==> config.mk <==
export PLATFORM = sky130hd
export DESIGN_NAME = hist_builder_top
export DESIGN_NICKNAME = d
export VERILOG_FILES = /design/src/hw/hist_pkg.sv /design/src/hw/hist_ctrl_if.sv /design/src/hw/hist_bin_ram.sv /design/src/hw/hist_builder_top.sv /design/src/hw/hist_counters.sv /design/src/hw/hist_fsm.sv
export VERILOG_INCLUDE_DIRS = /design/src /design/src/hw
export SDC_FILE = /design/constraint.sdc
export NUM_CORES = 1
export LEC_CHECK = 0
export BUFFER_PORTS_ARGS = -buffer_cell sky130_fd_sc_hd__buf_2
export CAP_MARGIN = 0
export CORE_MARGIN = 2
export CORE_UTILIZATION = 40
export CTS_CLUSTER_DIAMETER = 60
export DETAILED_ROUTE_END_ITERATION = 8
export PLACE_DENSITY = 0.62
export SLEW_MARGIN = 0
export SYNTH_ARGS = -nofsm -noshare
export SYNTH_HDL_FRONTEND = slang
export SYNTH_SLANG_ARGS = --single-unit
==> constraint.sdc <==
create_clock -name clk -period 3.65 [get_ports clk]
set_input_delay 0.365 -clock clk [delete_from_list [all_inputs] [get_ports clk]]
set_output_delay 0.365 -clock clk [all_outputs]
set_load 0.05 [all_outputs]
==> src/hw/hist_settings.svh <==
`ifndef HIST_SETTINGS_SVH
`define HIST_SETTINGS_SVH

// ##################################################
// Bin memory geometry
// ##################################################

// Address width of one time bin
`define HIST_NB 4
`define HIST_BINS (1 << `HIST_NB)

// Width of one bin count, saturates at all ones
`define HIST_CW 8

// ##################################################
// Acquisition structure
// ##################################################

`define HIST_INPUTS_PER_PIXEL 4
`define HIST_PIXELS_PER_ACQ 3

`endif

==> src/hw/hist_pkg.sv <==
`include "hist_settings.svh"

package hist_pkg;

    // ##################################################
    // Sequencer states
    // ##################################################

    // Clear sweep, event accumulation, one drain cycle, readout sweep
    typedef enum logic [1:0] {
        ST_CLEAR   = 2'b00,
        ST_ACCUM   = 2'b01,
        ST_DRAIN   = 2'b10,
        ST_READOUT = 2'b11
    } hist_state_t;

    // ##################################################
    // Bin memory data types
    // ##################################################

    // Time-bin address
    typedef logic [`HIST_NB-1:0] bin_addr_t;

    // Hit count held in one bin
    typedef logic [`HIST_CW-1:0] bin_count_t;

endpackage

==> src/hw/hist_ctrl_if.sv <==
`timescale 1ns/100ps

interface hist_ctrl_if;

    import hist_pkg::*;

    // Sequencer outputs
    hist_state_t state;
    logic        hit;

    // Sweep timer and acquisition counter outputs
    bin_addr_t   sweep_addr;
    logic        sweep_last;
    logic        acq_done;

    // ##################################################
    // Views of the three design blocks
    // ##################################################

    modport fsm (
        output state,
        output hit,
        input  sweep_last,
        input  acq_done
    );

    modport cnt (
        input  state,
        input  hit,
        output sweep_addr,
        output sweep_last,
        output acq_done
    );

    // Bin memory only listens
    modport ram (
        input  state,
        input  hit,
        input  sweep_addr
    );

endinterface

==> src/hw/hist_bin_ram.sv <==
`timescale 1ns/100ps
`include "hist_settings.svh"

module hist_bin_ram (
    input  logic                 clk,
    input  logic                 res,
    input  hist_pkg::bin_addr_t  addr,
    hist_ctrl_if.ram             ctrl,
    output logic                 bin_valid,
    output hist_pkg::bin_count_t bin_counts,
    output logic                 data_finish,
    output logic                 his_num
);

    import hist_pkg::*;

    bin_count_t mem [`HIST_BINS];

    bin_addr_t  rd_addr;
    bin_count_t rd_q;
    bin_addr_t  addr_q;
    logic       hit_q;
    bin_count_t inc_val;
    logic       fwd;
    logic       vld_d1;
    logic       last_d1;
    logic       last_d2;

    // ##################################################
    // Read stage
    // ##################################################

    // Readout sweeps the memory, otherwise the event address is read
    assign rd_addr = (ctrl.state == ST_READOUT) ? ctrl.sweep_addr : addr;

    // Same bin written this cycle, take the new value
    assign fwd = hit_q && (addr_q == rd_addr);

    always_ff @(posedge clk) begin
        rd_q   <= fwd ? inc_val : mem[rd_addr];
        addr_q <= addr;
    end

    always_ff @(posedge clk or negedge res) begin
        if (!res) begin
            hit_q <= 1'b0;
        end else begin
            hit_q <= ctrl.hit;
        end
    end

    // ##################################################
    // Write stage
    // ##################################################

    // Saturating increment
    assign inc_val = (rd_q == '1) ? rd_q : rd_q + 1'b1;

    always_ff @(posedge clk) begin
        if (ctrl.state == ST_CLEAR) begin
            mem[ctrl.sweep_addr] <= '0;
        end else if (hit_q) begin
            mem[addr_q] <= inc_val;
        end
    end

    // ##################################################
    // Readout
    // ##################################################

    always_ff @(posedge clk or negedge res) begin
        if (!res) begin
            vld_d1      <= 1'b0;
            last_d1     <= 1'b0;
            last_d2     <= 1'b0;
            bin_valid   <= 1'b0;
            bin_counts  <= '0;
            data_finish <= 1'b0;
            his_num     <= 1'b0;
        end else begin
            vld_d1      <= (ctrl.state == ST_READOUT);
            last_d1     <= (ctrl.state == ST_READOUT) && (ctrl.sweep_addr == bin_addr_t'('1));
            // Output register, two cycles behind the sweep
            bin_valid   <= vld_d1;
            last_d2     <= last_d1;
            if (vld_d1) begin
                bin_counts <= rd_q;
            end
            data_finish <= last_d2;
            his_num     <= his_num ^ last_d2;   // one flip per finished histogram
        end
    end

endmodule

==> src/hw/hist_builder_top.sv <==
`timescale 1ns/100ps

module hist_builder_top (
    input  logic                 clk,
    input  logic                 res,
    input  logic                 wr_en,
    input  hist_pkg::bin_addr_t  addr,
    output logic                 ready,
    output logic                 bin_valid,
    output logic                 data_finish,
    output logic                 his_num,
    output hist_pkg::bin_count_t bin_counts
);

    // Control bundle shared by the three blocks
    hist_ctrl_if ctrl ();

    // ##################################################
    // Sequencer
    // ##################################################

    hist_fsm i_fsm (
        .clk   (clk),
        .res   (res),
        .wr_en (wr_en),
        .ready (ready),
        .ctrl  (ctrl.fsm)
    );

    // ##################################################
    // Acquisition counters and sweep timer
    // ##################################################

    hist_counters i_counters (
        .clk  (clk),
        .res  (res),
        .ctrl (ctrl.cnt)
    );

    // ##################################################
    // Bin memory and readout
    // ##################################################

    hist_bin_ram i_bin_ram (
        .clk         (clk),
        .res         (res),
        .addr        (addr),
        .ctrl        (ctrl.ram),
        .bin_valid   (bin_valid),
        .bin_counts  (bin_counts),
        .data_finish (data_finish),
        .his_num     (his_num)
    );

endmodule

==> src/hw/hist_counters.sv <==
`timescale 1ns/100ps
`include "hist_settings.svh"

module hist_counters (
    input  logic      clk,
    input  logic      res,
    hist_ctrl_if.cnt  ctrl
);

    import hist_pkg::*;

    localparam int IN_W  = $clog2(`HIST_INPUTS_PER_PIXEL + 1);
    localparam int PIX_W = $clog2(`HIST_PIXELS_PER_ACQ + 1);

    logic [IN_W-1:0]  in_cnt;
    logic [PIX_W-1:0] pix_cnt;
    logic             in_last;
    logic             pix_last;
    logic             in_sweep;
    bin_addr_t        sweep_cnt;

    // ##################################################
    // Input and pixel counters
    // ##################################################

    assign in_last  = (in_cnt == IN_W'(`HIST_INPUTS_PER_PIXEL - 1));
    assign pix_last = (pix_cnt == PIX_W'(`HIST_PIXELS_PER_ACQ - 1));

    // Pixel wrap closes the acquisition
    assign ctrl.acq_done = ctrl.hit && in_last && pix_last;

    always_ff @(posedge clk or negedge res) begin
        if (!res) begin
            in_cnt  <= '0;
            pix_cnt <= '0;
        end else if (ctrl.state == ST_CLEAR) begin
            in_cnt  <= '0;
            pix_cnt <= '0;
        end else if (ctrl.hit) begin
            if (in_last) begin
                in_cnt  <= '0;
                pix_cnt <= pix_last ? '0 : pix_cnt + 1'b1;
            end else begin
                in_cnt <= in_cnt + 1'b1;
            end
        end
    end

    // ##################################################
    // Bin sweep timer
    // ##################################################

    assign in_sweep = (ctrl.state == ST_CLEAR) || (ctrl.state == ST_READOUT);

    assign ctrl.sweep_addr = sweep_cnt;
    assign ctrl.sweep_last = in_sweep && (sweep_cnt == bin_addr_t'(`HIST_BINS - 1));

    // Held at zero between sweeps, so every sweep starts at bin 0
    always_ff @(posedge clk or negedge res) begin
        if (!res) begin
            sweep_cnt <= '0;
        end else if (!in_sweep || ctrl.sweep_last) begin
            sweep_cnt <= '0;
        end else begin
            sweep_cnt <= sweep_cnt + 1'b1;
        end
    end

endmodule

==> src/hw/hist_fsm.sv <==
`timescale 1ns/100ps

module hist_fsm (
    input  logic      clk,
    input  logic      res,
    input  logic      wr_en,
    output logic      ready,
    hist_ctrl_if.fsm  ctrl
);

    import hist_pkg::*;

    hist_state_t state;
    hist_state_t next_state;

    // ##################################################
    // State register
    // ##################################################

    always_ff @(posedge clk or negedge res) begin
        if (!res) begin
            state <= ST_CLEAR;
        end else begin
            state <= next_state;
        end
    end

    // ##################################################
    // Next-state logic
    // ##################################################

    always_comb begin
        next_state = state;
        case (state)
            ST_CLEAR: begin
                // Whole memory zeroed once the sweep ends
                if (ctrl.sweep_last) begin
                    next_state = ST_ACCUM;
                end
            end
            ST_ACCUM: begin
                if (ctrl.acq_done) begin
                    next_state = ST_DRAIN;
                end
            end
            ST_DRAIN: begin
                // One cycle so the last increment lands
                next_state = ST_READOUT;
            end
            ST_READOUT: begin
                if (ctrl.sweep_last) begin
                    next_state = ST_CLEAR;
                end
            end
            default: begin
                next_state = ST_CLEAR;
            end
        endcase
    end

    // ##################################################
    // Outputs
    // ##################################################

    assign ready      = (state == ST_ACCUM);
    assign ctrl.state = state;

    // Strobes outside accumulation are dropped here
    assign ctrl.hit   = wr_en && (state == ST_ACCUM);

endmodule

==> results.txt <==
Fmax - 326 MHz
Fin. Hold Viols - 0
Antenna violation net count after detailed routing - 0
Routed WL per cell - 20.3 µm
Global-route wire length before repair - 23,900 µm
Gate Count Post-Synth - 489
Critical-path cell list - ha_1, buf_4, and2b_1, nor2_2, buf_4, mux4_2, a22o_1, a221oi_1, mux2i_1
Setup violators final - 0
Yosys top cell area share - 0.543
Grt met1 use - 0.228
CP Data Arrival Time - 3.37 ns
Die area - 0.0188 mm²
Vias - 4,334
Unrepaired setup endpoints after global routing - false
Fin crit share - 0.840
Setup TNS Final - 0 ns
Number of global-route vias before repair - 4,267
Met3 usage - 0.0433
Area after DPL - 0.00753 mm²
Sequential area share after synthesis - 0.668
FILL cells - 1,493
Number of synthesized flops with an enable pin - 128
Yosys warning count - 0
Syn nets - 503
FP Rows - 48
DR vias/cell - 5.66
CTS resizes - 0
Critical path required time - 3.95 ns
Distinct cell type count of the synthesized netlist - 51
Share of layout cells above drive strength 1 - 0.196
Status - completed
Global placement routability congestion - 0.925
Die width - 137 µm
Initial Util - 0.410
Setup CP Type - reg2reg
Post-synth top cells - 128 x edfxtp_1, 60 x nor2_1, 32 x o21ai_0, 26 x dfrtp_1, 17 x mux4_2
Max-cap violations - 0
LEAKAGE - 2.92 nW
CP max stage delay - 0.58 ns
Sink Count - 166
Worst setup slack after layout - 0.583 ns
Asr flop ratio synth - 0.157
Fin Hold WS - 0.0916 ns
H-tree Lvls - 4
Fin. max-slew vios - 0
Crit path time final - 3.07 ns
Fin nets - 542
Critical Path Slowest Stage Cell - ha_1
Core footprint - 0.0173 mm²
Die height - 137 µm
Top FF cell, synth - edfxtp_1
Top-count cell post-synth - edfxtp_1
# diodes - 0
Mean post-synth cell area - 14.5 µm²
I/O Pins - 19
Drt initial violations - 321
Count of buffers from port buffering - 18
Clock transition at path regs - 0.06 ns
Synthesized flop and latch total - 166
Most frequent CP cell - buf_4
Clock Skews - 0.00861 ns
Initial antenna violation count - 0
Hold Crit Class - in2reg
VDD IR max - 376 µV
TritonRoute pass-1 iters - 5
Total Routing Usage GR - 0.176
Worst-margin pin slew - 0.966 ns
CTS tree - done
Post-Syn Area - 0.00708 mm²
Routed WL - 15,600 µm
Pwr per Cell Area - 734 mW/mm²
Largest net degree at the start of global routing - 36
Cells taking the most area after synthesis - edfxtp_1 54%, dfrtp_1 9.2%, mux4_2 5.4%, dfxtp_1 3.4%, nor2_1 3.2%
Clock Tree Buf Depth - 2
Crit-path max FO - 21
Relative slew slack - 0.354
Synthesis-to-layout area growth - 14.1%
CTS Buf Count - 17
Most area-hungry cell type in the Yosys netlist - edfxtp_1
Root buffer cell - clkbuf_16
Worst-skew pair later-pin latency - 0.43 ns
Detailed placement HPWL - 10,500 µm
GR peak layer - met2
CP Launch Type - register
Total congestion overflow - 0
DRC - 0
Met2 GRT Util - 0.282
Setup crit end kind - register
Pre-CTS setup slack - 0.639 ns
Final instance area - 0.00808 mm²
-- per-stage QoR --
stage | util | instances | power [mW]
4_1_cts | 0.467 | 766 | 5.95
3_3_place_gp | 0.435 | 733 | 4.25
2_1_floorplan | - | 489 | 3.78
6_report | 0.467 | 766 | 5.93
5_1_grt | 0.467 | 766 | 6.20
3_5_place_dp | 0.435 | 733 | 4.29
-- final timing paths --
check | from | cells after the start | endpoint | slack (ns)
min reg2reg | i_bin_ram.last_d1 | 0 | i_bin_ram.last_d2 | 0.35
max | i_fsm.ctrl.state[1] | 9 | i_bin_ram.rd_q[2] | 0.58
max reg2reg | i_fsm.ctrl.state[1] | 9 | i_bin_ram.rd_q[2] | 0.58
min in group asynchronous | res | 2 | i_counters.in_cnt[0] | 0.46
min | addr[2] | 1 | i_bin_ram.addr_q[2] | 0.09
max in group asynchronous | res | 2 | i_bin_ram.bin_counts[7] | 2.81
-- final cells by class --
cell class | count | area (µm²) | share of cell area
clock buffer | 19 | 433 | 0.0536
clock inverter | 13 | 108 | 0.0133
inverter | 10 | 37.5 | 0.00465
multi-input combinational | 290 | 2190 | 0.271
sequential | 166 | 4730 | 0.586
tap | 225 | 282 | 0.0348
timing repair buffer | 43 | 293 | 0.0362
-- cell usage in the layout, fill, tap and decap left out, types with 12 or more instances in the layout --
| cell type | count |
|---|---|
| o21ai_0 | 32 |
| buf_2 | 18 |
| a31oi_1 | 13 |
| clkbuf_16 | 17 |
| dfxtp_1 | 12 |
| buf_4 | 23 |
| mux2_2 | 12 |
| edfxtp_1 | 128 |
| dfrtp_1 | 26 |
| nor2b_1 | 12 |
| mux4_2 | 17 |
| nor2_1 | 59 |
| mux2i_1 | 12 |
-- kinds of logic after synthesis --
family / share of synthesized area
muxes: 0.0986
AOI/OAI and AO/OA: 0.107
and+or+nand+nor: 0.0788
xor gates and xnor gates: 0.0124
buffers and inverters: 0.0224
DFF: 0.668
adders and majority gates: 0.0124
-- where the power goes --
part | internal (mW) | switching (mW)
Combinational | 0.616 | 1.08
Sequential | 2.36 | 0.207
Clock | 0.932 | 0.728
Total | 3.91 | 2.02
-- worst max-delay path: cells and delay by family (launching register included) --
kind / cells / cell delay, ns
simple gates: 2 / 0.36
buf+inv: 2 / 0.65
fa+ha+maj: 1 / 0.58
compound gates: 2 / 0.47
mux: 2 / 0.46
flops: 1 / 0.39
-- state kept, by name, summed over array words and instances (netlist names) --
signal	cells
i_bin_ram.addr_q	4
i_bin_ram.bin_counts	8
i_bin_ram.bin_valid	1
i_bin_ram.data_finish	1
i_bin_ram.his_num	1
i_bin_ram.hit_q	1
i_bin_ram.last_d1	1
i_bin_ram.last_d2	1
i_bin_ram.mem	128
i_bin_ram.rd_q	8
i_bin_ram.vld_d1	1
i_counters.ctrl.sweep_addr	4
i_counters.in_cnt	3
i_counters.pix_cnt	2
i_fsm.ctrl.state	2
-- repair_timing --
| action | CTS | global route |
|---|---|---|
| buffers inserted | 0 | 0 |
| hold endpoints to repair | 26 | 0 |
| hold buffers | 1 | 0 |
-- metal layers --
metal  part of all wire  wire length (µm)
met1               0.43              6740
met2               0.48              7410
met3              0.070              1090
met4              0.022               337
met5                  0                 0
Power figures use the tool's default switching activity.
